--- config.mk ---
export PLATFORM = sky130hd
export DESIGN_NAME = fir_filter_top
export DESIGN_NICKNAME = d
export VERILOG_FILES = /design/src/rtl/fir_ctl_pkg.sv /design/src/rtl/fir_num_pkg.sv /design/src/rtl/fir_coef_rom.sv /design/src/rtl/fir_filter_top.sv /design/src/rtl/fir_mac_tap.sv /design/src/rtl/fir_sample_ram.sv /design/src/rtl/fir_seq_ctrl.sv
export SDC_FILE = /design/constraint.sdc
export NUM_CORES = 1
export LEC_CHECK = 0
export ABC_AREA = 1
export BUFFER_PORTS_ARGS = -buffer_cell sky130_fd_sc_hd__buf_2
export CORE_UTILIZATION = 35
export DETAILED_ROUTE_END_ITERATION = 7
export PLACE_DENSITY_LB_ADDON = 0.25
export SLEW_MARGIN = 10
export SYNTH_ARGS = -nofsm -noshare
export SYNTH_HDL_FRONTEND = slang
export SYNTH_SLANG_ARGS = --single-unit
--- constraint.sdc ---
create_clock -name i_clk -period 1.8 [get_ports i_clk]
set_clock_uncertainty 0.1 [all_clocks]
set_input_delay 0.36 -clock i_clk [delete_from_list [all_inputs] [get_ports i_clk]]
set_output_delay 0.36 -clock i_clk [all_outputs]
set_load 0.02 [all_outputs]
--- src/rtl/weights.mem ---
// Q1.15 coefficient h[k] in hex, one per line, h[0] first
FE0C
FC18
0064
07D0
0FA0
1770
1B58
2000
1F40
1B58
1770
0FA0
07D0
0064
FC18
FE0C

--- src/rtl/fir_ctl_pkg.sv ---
package fir_ctl_pkg;

    // Sequencer states, one sample per pass
    typedef enum logic [2:0] {
        S_IDLE  = 3'd0,  // Waiting for a held sample
        S_WRITE = 3'd1,  // Held sample goes into the history
        S_TAPS  = 3'd2,  // One tap per cycle
        S_DRAIN = 3'd3,  // Memory and MAC pipeline empty out
        S_EMIT  = 3'd4   // Result waits for an output credit
    } seq_state_t;

    // Source credits after reset, matches the one-entry holding register
    localparam int IN_CREDITS = 1;

    // Most output credits the sink may have outstanding
    localparam int OUT_CREDITS = 4;
    localparam int CREDIT_W    = $clog2(OUT_CREDITS + 1);

endpackage

--- src/rtl/fir_num_pkg.sv ---
package fir_num_pkg;

    // Sample and result word, signed
    localparam int DATA_W = 24;

    // Coefficient word, signed Q1.15
    localparam int COEF_W    = 16;
    localparam int COEF_FRAC = 15;  // Fraction bits dropped after the sum

    // 40-bit products plus 4 growth bits for 16 taps, rest is headroom
    localparam int ACC_W = 48;

    // Tap count, must stay a power of two for the circular pointer
    localparam int FIR_DEPTH = 16;
    localparam int ADDR_W    = $clog2(FIR_DEPTH);

    // Coefficient image, shared by the ROM and the testbench model
    localparam string COEF_FILE = "/design/src/rtl/weights.mem";

endpackage

--- src/rtl/fir_coef_rom.sv ---
module fir_coef_rom (
    input  logic                                  i_clk,
    input  logic                                  i_re,
    input  logic [fir_num_pkg::ADDR_W-1:0]        i_addr,
    output logic signed [fir_num_pkg::COEF_W-1:0] o_coef
);
    import fir_num_pkg::*;

    logic signed [COEF_W-1:0] rom [FIR_DEPTH];  // h[0] first, one word per line in the file

    // Contents fixed at elaboration
    initial begin
        $readmemh(COEF_FILE, rom);
    end

    // Same one-cycle latency as the sample RAM, so both words land together
    always_ff @(posedge i_clk) begin
        if (i_re) begin
            o_coef <= rom[i_addr];
        end
    end

endmodule

--- src/rtl/fir_filter_top.sv ---
module fir_filter_top (
    input  logic                                  i_clk,
    input  logic                                  i_rst,
    input  logic                                  i_din_valid,
    input  logic signed [fir_num_pkg::DATA_W-1:0] i_din,
    output logic                                  o_in_credit,
    input  logic                                  i_out_credit,
    output logic                                  o_dout_valid,
    output logic signed [fir_num_pkg::DATA_W-1:0] o_dout
);
    import fir_num_pkg::*;

    // Sequencer to memories
    logic                     mem_we;
    logic [ADDR_W-1:0]        mem_waddr;
    logic signed [DATA_W-1:0] mem_wdata;
    logic                     mem_re;       // Shared by both memories
    logic [ADDR_W-1:0]        sample_raddr;
    logic [ADDR_W-1:0]        coef_addr;

    // Memories and sequencer to tap
    logic signed [DATA_W-1:0] sample_rdata;
    logic signed [COEF_W-1:0] coef_rdata;
    logic                     tap_clear;
    logic                     tap_acc_en;
    logic                     tap_take;

    fir_seq_ctrl fir_seq_ctrl_inst (
        .i_clk        (i_clk),
        .i_rst        (i_rst),
        .i_din_valid  (i_din_valid),
        .i_din        (i_din),
        .o_in_credit  (o_in_credit),
        .i_out_credit (i_out_credit),
        .o_dout_valid (o_dout_valid),
        .o_we         (mem_we),
        .o_waddr      (mem_waddr),
        .o_wdata      (mem_wdata),
        .o_re         (mem_re),
        .o_raddr      (sample_raddr),
        .o_coef_addr  (coef_addr),
        .o_clear      (tap_clear),
        .o_acc_en     (tap_acc_en),
        .o_take       (tap_take)
    );

    fir_sample_ram fir_sample_ram_inst (
        .i_clk   (i_clk),
        .i_rst   (i_rst),
        .i_we    (mem_we),
        .i_waddr (mem_waddr),
        .i_wdata (mem_wdata),
        .i_re    (mem_re),
        .i_raddr (sample_raddr),
        .o_rdata (sample_rdata)
    );

    fir_coef_rom fir_coef_rom_inst (
        .i_clk  (i_clk),
        .i_re   (mem_re),
        .i_addr (coef_addr),
        .o_coef (coef_rdata)
    );

    // o_dout comes straight from the tap's result register
    fir_mac_tap fir_mac_tap_inst (
        .i_clk    (i_clk),
        .i_rst    (i_rst),
        .i_clear  (tap_clear),
        .i_acc_en (tap_acc_en),
        .i_sample (sample_rdata),
        .i_coef   (coef_rdata),
        .i_take   (tap_take),
        .o_result (o_dout)
    );

endmodule

--- src/rtl/fir_mac_tap.sv ---
module fir_mac_tap (
    input  logic                                  i_clk,
    input  logic                                  i_rst,
    input  logic                                  i_clear,   // First tap, load instead of add
    input  logic                                  i_acc_en,  // Memory data valid this cycle
    input  logic signed [fir_num_pkg::DATA_W-1:0] i_sample,
    input  logic signed [fir_num_pkg::COEF_W-1:0] i_coef,
    input  logic                                  i_take,    // Accumulator holds the full sum
    output logic signed [fir_num_pkg::DATA_W-1:0] o_result
);
    import fir_num_pkg::*;

    logic signed [DATA_W+COEF_W-1:0] prod;       // Full precision product
    logic signed [ACC_W-1:0]         prod_ext;   // Sign extended to accumulator width
    logic signed [ACC_W-1:0]         acc;
    logic signed [ACC_W-1:0]         shifted;    // Back to sample scale
    logic [ACC_W-DATA_W:0]           hi_bits;    // Sign bit of result and everything above
    logic signed [DATA_W-1:0]        sat_val;

    assign prod     = i_sample * i_coef;
    assign prod_ext = prod;

    always_ff @(posedge i_clk) begin
        if (i_rst) begin
            acc <= '0;
        end else if (i_acc_en) begin
            if (i_clear) begin
                acc <= prod_ext;              // Drop the previous sample's sum
            end else begin
                acc <= acc + prod_ext;
            end
        end
    end

    // Floor division by 2^COEF_FRAC, low bits simply fall off
    assign shifted = acc >>> COEF_FRAC;
    assign hi_bits = shifted[ACC_W-1:DATA_W-1];

    // In range only when all upper bits agree with the result sign
    always_comb begin
        if ((&hi_bits) || !(|hi_bits)) begin
            sat_val = shifted[DATA_W-1:0];
        end else begin
            sat_val = {shifted[ACC_W-1], {(DATA_W-1){~shifted[ACC_W-1]}}};  // Clip to max or min
        end
    end

    // Held until the next take
    always_ff @(posedge i_clk) begin
        if (i_take) begin
            o_result <= sat_val;
        end
    end

endmodule

--- src/rtl/fir_sample_ram.sv ---
module fir_sample_ram (
    input  logic                                  i_clk,
    input  logic                                  i_rst,
    input  logic                                  i_we,
    input  logic [fir_num_pkg::ADDR_W-1:0]        i_waddr,
    input  logic signed [fir_num_pkg::DATA_W-1:0] i_wdata,
    input  logic                                  i_re,
    input  logic [fir_num_pkg::ADDR_W-1:0]        i_raddr,
    output logic signed [fir_num_pkg::DATA_W-1:0] o_rdata
);
    import fir_num_pkg::*;

    logic signed [DATA_W-1:0] mem [FIR_DEPTH];  // Sample history, newest at the pointer

    // Reset zeroes the history so the first outputs see silence before sample zero
    always_ff @(posedge i_clk) begin
        if (i_rst) begin
            for (int i = 0; i < FIR_DEPTH; i++) begin
                mem[i] <= '0;
            end
        end else if (i_we) begin
            mem[i_waddr] <= i_wdata;
        end
    end

    // Registered read, one cycle behind i_re
    always_ff @(posedge i_clk) begin
        if (i_re) begin
            o_rdata <= mem[i_raddr];  // Old word if same address is being written
        end
    end

endmodule

--- src/rtl/fir_seq_ctrl.sv ---
module fir_seq_ctrl (
    input  logic                                  i_clk,
    input  logic                                  i_rst,
    input  logic                                  i_din_valid,
    input  logic signed [fir_num_pkg::DATA_W-1:0] i_din,
    output logic                                  o_in_credit,
    input  logic                                  i_out_credit,
    output logic                                  o_dout_valid,
    output logic                                  o_we,
    output logic [fir_num_pkg::ADDR_W-1:0]        o_waddr,
    output logic signed [fir_num_pkg::DATA_W-1:0] o_wdata,
    output logic                                  o_re,
    output logic [fir_num_pkg::ADDR_W-1:0]        o_raddr,
    output logic [fir_num_pkg::ADDR_W-1:0]        o_coef_addr,
    output logic                                  o_clear,
    output logic                                  o_acc_en,
    output logic                                  o_take
);
    import fir_num_pkg::*;
    import fir_ctl_pkg::*;

    seq_state_t               state;
    seq_state_t               next_state;
    logic [ADDR_W-1:0]        newest_ptr;   // Slot of x[n], moves down one per sample
    logic [ADDR_W-1:0]        tap_cnt;      // Tap index k during S_TAPS
    logic                     drain_cnt;    // Second drain cycle when set
    logic                     last_tap;
    logic                     hold_full;    // Holding register owns a sample
    logic signed [DATA_W-1:0] hold_data;
    logic [CREDIT_W-1:0]      credit_cnt;   // Output credits granted by the sink

    assign last_tap = (tap_cnt == ADDR_W'(FIR_DEPTH - 1));

    always_ff @(posedge i_clk) begin
        if (i_rst) begin
            state <= S_IDLE;
        end else begin
            state <= next_state;
        end
    end

    always_comb begin
        next_state = state;
        case (state)
            S_IDLE:  if (hold_full) next_state = S_WRITE;
            S_WRITE: next_state = S_TAPS;                      // Always a single cycle
            S_TAPS:  if (last_tap) next_state = S_DRAIN;
            S_DRAIN: if (drain_cnt) next_state = S_EMIT;       // Two cycles
            S_EMIT:  if (credit_cnt != '0) next_state = S_IDLE; // Stalls under back-pressure
            default: next_state = S_IDLE;
        endcase
    end

    // Pointer and per-state counters
    always_ff @(posedge i_clk) begin
        if (i_rst) begin
            newest_ptr <= '0;
            tap_cnt    <= '0;
            drain_cnt  <= 1'b0;
        end else begin
            if (state == S_WRITE) begin
                newest_ptr <= newest_ptr - ADDR_W'(1);  // Wraps modulo FIR_DEPTH
            end
            tap_cnt   <= (state == S_TAPS) ? tap_cnt + ADDR_W'(1) : '0;
            drain_cnt <= (state == S_DRAIN) ? ~drain_cnt : 1'b0;
        end
    end

    // One-entry holding register, may refill while taps run
    always_ff @(posedge i_clk) begin
        if (i_rst) begin
            hold_full <= 1'b0;
        end else if (i_din_valid) begin
            hold_full <= 1'b1;
        end else if (state == S_WRITE) begin
            hold_full <= 1'b0;  // Sample moved into history
        end
    end

    always_ff @(posedge i_clk) begin
        if (i_din_valid) begin
            hold_data <= i_din;
        end
    end

    // Sink grants add, each emitted result spends one
    always_ff @(posedge i_clk) begin
        if (i_rst) begin
            credit_cnt <= '0;
        end else begin
            case ({i_out_credit, o_dout_valid})
                2'b10:   credit_cnt <= credit_cnt + CREDIT_W'(1);
                2'b01:   credit_cnt <= credit_cnt - CREDIT_W'(1);
                default: credit_cnt <= credit_cnt;  // Both or neither
            endcase
        end
    end

    // Tap controls follow the memory read by one cycle
    always_ff @(posedge i_clk) begin
        if (i_rst) begin
            o_clear  <= 1'b0;
            o_acc_en <= 1'b0;
        end else begin
            o_clear  <= (state == S_TAPS) && (tap_cnt == '0);  // Lines up with tap 0 data
            o_acc_en <= (state == S_TAPS);
        end
    end

    assign o_we        = (state == S_WRITE);
    assign o_in_credit = (state == S_WRITE);      // Credit back as the sample leaves
    assign o_waddr     = newest_ptr - ADDR_W'(1); // Slot the pointer moves to
    assign o_wdata     = hold_data;

    // Tap k pairs h[k] with x[n-k]
    assign o_re        = (state == S_TAPS);
    assign o_raddr     = newest_ptr + tap_cnt;
    assign o_coef_addr = tap_cnt;

    // Last product lands in the first drain cycle, sum is complete in the second
    assign o_take       = (state == S_DRAIN) && drain_cnt;
    assign o_dout_valid = (state == S_EMIT) && (credit_cnt != '0);

endmodule

==> run summary <==
=============================================================================
Mapped cell area ...............................................   749.5 um^2
Clock Pin Slew Worst Setup and Hold Paths ......................      0.07 ns
Power, Total ...................................................     922.4 uW
Combined global-route utilization of all metal layers ..........       10.20%
Cells taking the most area after synthesis ..................... sky130_fd_sc_hd__dfxtp_1, sky130_fd_sc_hd__buf_4, sky130_fd_sc_hd__inv_1
Post-synth cell types ..........................................           17
Slew Viols, Final ..............................................            0
Number of buffers inserted by hold repair at cts ...............            0
Pin count of the biggest net entering global routing ...........            7
Number of sinks on the clock net ...............................           12
Critical path buffer and inverter count ........................            1
Initial drt markers ............................................           10
Launch point of the worst hold path ............................        i_rst
Growth of design area from synthesis to finish .................       11.19%
Worst Hold Slack ...............................................    0.1987 ns
Site row count .................................................           16
Buffer depth of the longest clock path .........................            2
Flip-flop and latch count after synthesis ......................           12
Most area-hungry cell type in the Yosys netlist ................ sky130_fd_sc_hd__dfxtp_1
Final worst-path setup slack ...................................  -0.07706 ns
Result of the run .............................................. finished, violations left
Layout fillers .................................................          202
Total vias in the final route ..................................          584
Final number of setup-violating endpoints ......................            2
Final worst path period share ..................................       104.3%
Worst hold-check path type ..................................... primary input to flip-flop
Layout net count ...............................................          149
Area share of the leading cell type in the synthesized netlist .       32.05%
Placer's final routability congestion estimate .................       0.8006
Largest fanout on the critical path ............................            2
I/O pin count ..................................................           54
Peak Freq ......................................................   0.5327 GHz
Clock latency at the later pin of the worst-skew pair ..........      0.26 ns
Die width ......................................................     48.28 um
Count of mapped cells out of synthesis .........................          101
DP HPWL ........................................................     849.6 um
RSZ-0062 raised after global routing ...........................         true
Number of buffer cells added on primary ports ..................            5
DRT Wirelength .................................................      1145 um
Routed vias/inst ...............................................        4.084
Worst-path cell chain .......................................... nor2_2 -> nand2_2 -> a31oi_4 -> ha_2 -> inv_2 -> fa_2 -> a21oi_2 -> o21ai_2 -> o21ai_1 -> a21oi_1
Final worst path period need ...................................     1.877 ns
Critical Path End Type .........................................    flip-flop
Power density cells ............................................ 1107 mW/mm^2
Final setup TNS ................................................  -0.08028 ns
Required time of the critical path .............................      1.85 ns
Total CTS buffers ..............................................            3
Count of warnings emitted by yosys .............................            0
Final-report hold violation count ..............................            0
Number of global-route vias before repair ......................          433
First-pass GRT wire length .....................................      1676 um
Violated checks ................................................ setup timing
1st-pass router iterations .....................................            4
Slowest library cell on the worst path ......................... sky130_fd_sc_hd__fa_2
Avg Cell Area, Syn .............................................   7.420 um^2
Overall overflow remaining after global route ..................            0
Element type at the critical path start ........................    flip-flop
Startpoint of the worst setup timing path ...................... fir_seq_ctrl_inst.state[0]
Share of cells above drive strength 1 ..........................       26.72%
Antenna Cells ..................................................            0
CTS H-tree depth ...............................................            1
Clock root buffer master ....................................... sky130_fd_sc_hd__clkbuf_4
Antenna violations before repair ...............................            0
Worst reg2reg startpoint ....................................... fir_seq_ctrl_inst.state[0]
Die boundary height ............................................     48.28 um
Category of the critical setup timing path ..................... flip-flop to flip-flop
Die Outline Area ............................................... 0.002330 mm^2
Max Cap Violations .............................................            0
Post-place setup slack .........................................  -0.04000 ns
Initial core utilization .......................................       37.82%
Core area ...................................................... 0.001982 mm^2
Worst path max stage delay .....................................      0.35 ns
CTS tree .......................................................         done
Worst supply voltage drop on vdd ...............................    0.3573 mV
Routed wire length per instance ................................     8.007 um
Arrival time of the worst setup path ...........................      1.93 ns
Static Leakage ................................................. 0.0003987 uW
Post-route DRC .................................................            0
Share of the yosys chip area belonging to registers ............       32.05%
Cell class contributing the biggest share of worst-path delay .. compound AO/OA/AOI/OAI gates
Number of nets with antenna violations after detailed routing ..            0
=============================================================================
==> registers in the layout (all words and copies together) (netlist names) <==
name	flops
fir_seq_ctrl_inst.o_coef_addr	4
fir_seq_ctrl_inst.hold_full	1
fir_seq_ctrl_inst.drain_cnt	1
fir_seq_ctrl_inst.state	3
fir_seq_ctrl_inst.credit_cnt	3
==> area by class of cell <==
cell class	instances	area, um^2	share of cell area (%)
multi-input cells	74	397.9	47.75
flip-flops and latches	12	241.5	28.98
repair buffers	13	85.08	10.21
inverters	14	52.55	6.306
well taps	27	33.78	4.054
clock buffers	3	22.52	2.703
==> metal layers <==
metal / wire length (um) / part of all wire [%] / vias to the layer above / track usage [%]
li1: - / - / 302 / -
met1: 501 / 44 / 253 / 13.59
met2: 569 / 50 / 27 / 15.20
met3: 57 / 5.0 / 2 / 1.111
met4: 16 / 1.4 / 0 / 7.222
met5: 0 / 0 / - / 0
==> cells in the mapped netlist <==
cell type and n:
sky130_fd_sc_hd__dfxtp_1 12, sky130_fd_sc_hd__conb_1 1, sky130_fd_sc_hd__nor3b_1 1, sky130_fd_sc_hd__nor2_2 4, sky130_fd_sc_hd__nand2_1 6, sky130_fd_sc_hd__o21bai_1 1, sky130_fd_sc_hd__a21oi_1 7, sky130_fd_sc_hd__a31oi_1 1
sky130_fd_sc_hd__fa_1 1, sky130_fd_sc_hd__nand4_1 1, sky130_fd_sc_hd__nor2_1 13, sky130_fd_sc_hd__buf_4 24, sky130_fd_sc_hd__o21ai_0 3, sky130_fd_sc_hd__ha_1 2, sky130_fd_sc_hd__inv_1 14, sky130_fd_sc_hd__nand3_1 9
sky130_fd_sc_hd__a21oi_2 1
==> kinds of logic after synthesis <==
| kind of cell | count (synthesis) | share of synthesized area [%] |
|---|---|---|
| adders and majority gates | 3 | 6.010 |
| DFF | 12 | 32.05 |
| other | 1 | 0.5004 |
| and+or+nand+nor | 34 | 20.70 |
| AOI/OAI and AO/OA | 13 | 9.683 |
| buffers and inverters | 38 | 31.05 |
==> metrics by stage <==
step           utilization, %  std cells  cell area, um^2
6_report                42.05        143            833.3
5_1_grt                 42.05        143            833.3
4_1_cts                 41.29        143            818.3
3_5_place_dp            39.39        138            780.7
3_3_place_gp            39.39        138            780.7
2_1_floorplan               -        124            857.1
==> where the power goes <==
group / switching [uW] / leakage, uW / internal (uW) / total [uW]
clock: 82.2 / 0.0000138 / 77.2 / 159
combinational: 269 / 0.000286 / 161 / 430
sequential: 23.9 / 0.0000985 / 309 / 333
total: 375 / 0.000399 / 547 / 922
==> repair_timing <==
| item | CTS | global route |
|---|---|---|
| endpoints found under the setup margin | 2 | 2 |
| endpoints found under the hold margin | 0 | 0 |
| cloned | 0 | 0 |
| resized for setup | 0 | 5 |
| buffers inserted | 2 | 0 |
| pin swaps | 1 | 2 |
==> final timing paths <==
path / to / slack (ns) / depth (start not counted)
max: fir_seq_ctrl_inst.credit_cnt[2] / -0.08 / 10
min: fir_seq_ctrl_inst.state[0] / 0.20 / 2
max reg2reg: fir_seq_ctrl_inst.credit_cnt[2] / -0.08 / 10
min reg2reg: fir_seq_ctrl_inst.o_coef_addr[0] / 0.36 / 1
==> cell usage in the layout, fill, tap and decap left out, types with 2 or more instances in the layout <==
cell                       netlist  final
sky130_fd_sc_hd__dfxtp_1        12     11
sky130_fd_sc_hd__inv_1          14     13
sky130_fd_sc_hd__nor2_1         13     11
sky130_fd_sc_hd__a21oi_1         7      6
sky130_fd_sc_hd__clkbuf_4        0      3
sky130_fd_sc_hd__buf_4          24      8
sky130_fd_sc_hd__conb_1          1     24
sky130_fd_sc_hd__nor2_2          4      6
sky130_fd_sc_hd__nand2_1         6      5
sky130_fd_sc_hd__buf_2           0      5
sky130_fd_sc_hd__nand3_1         9      9
sky130_fd_sc_hd__a21oi_2         1      2
(Power assumes the default switching activity.)
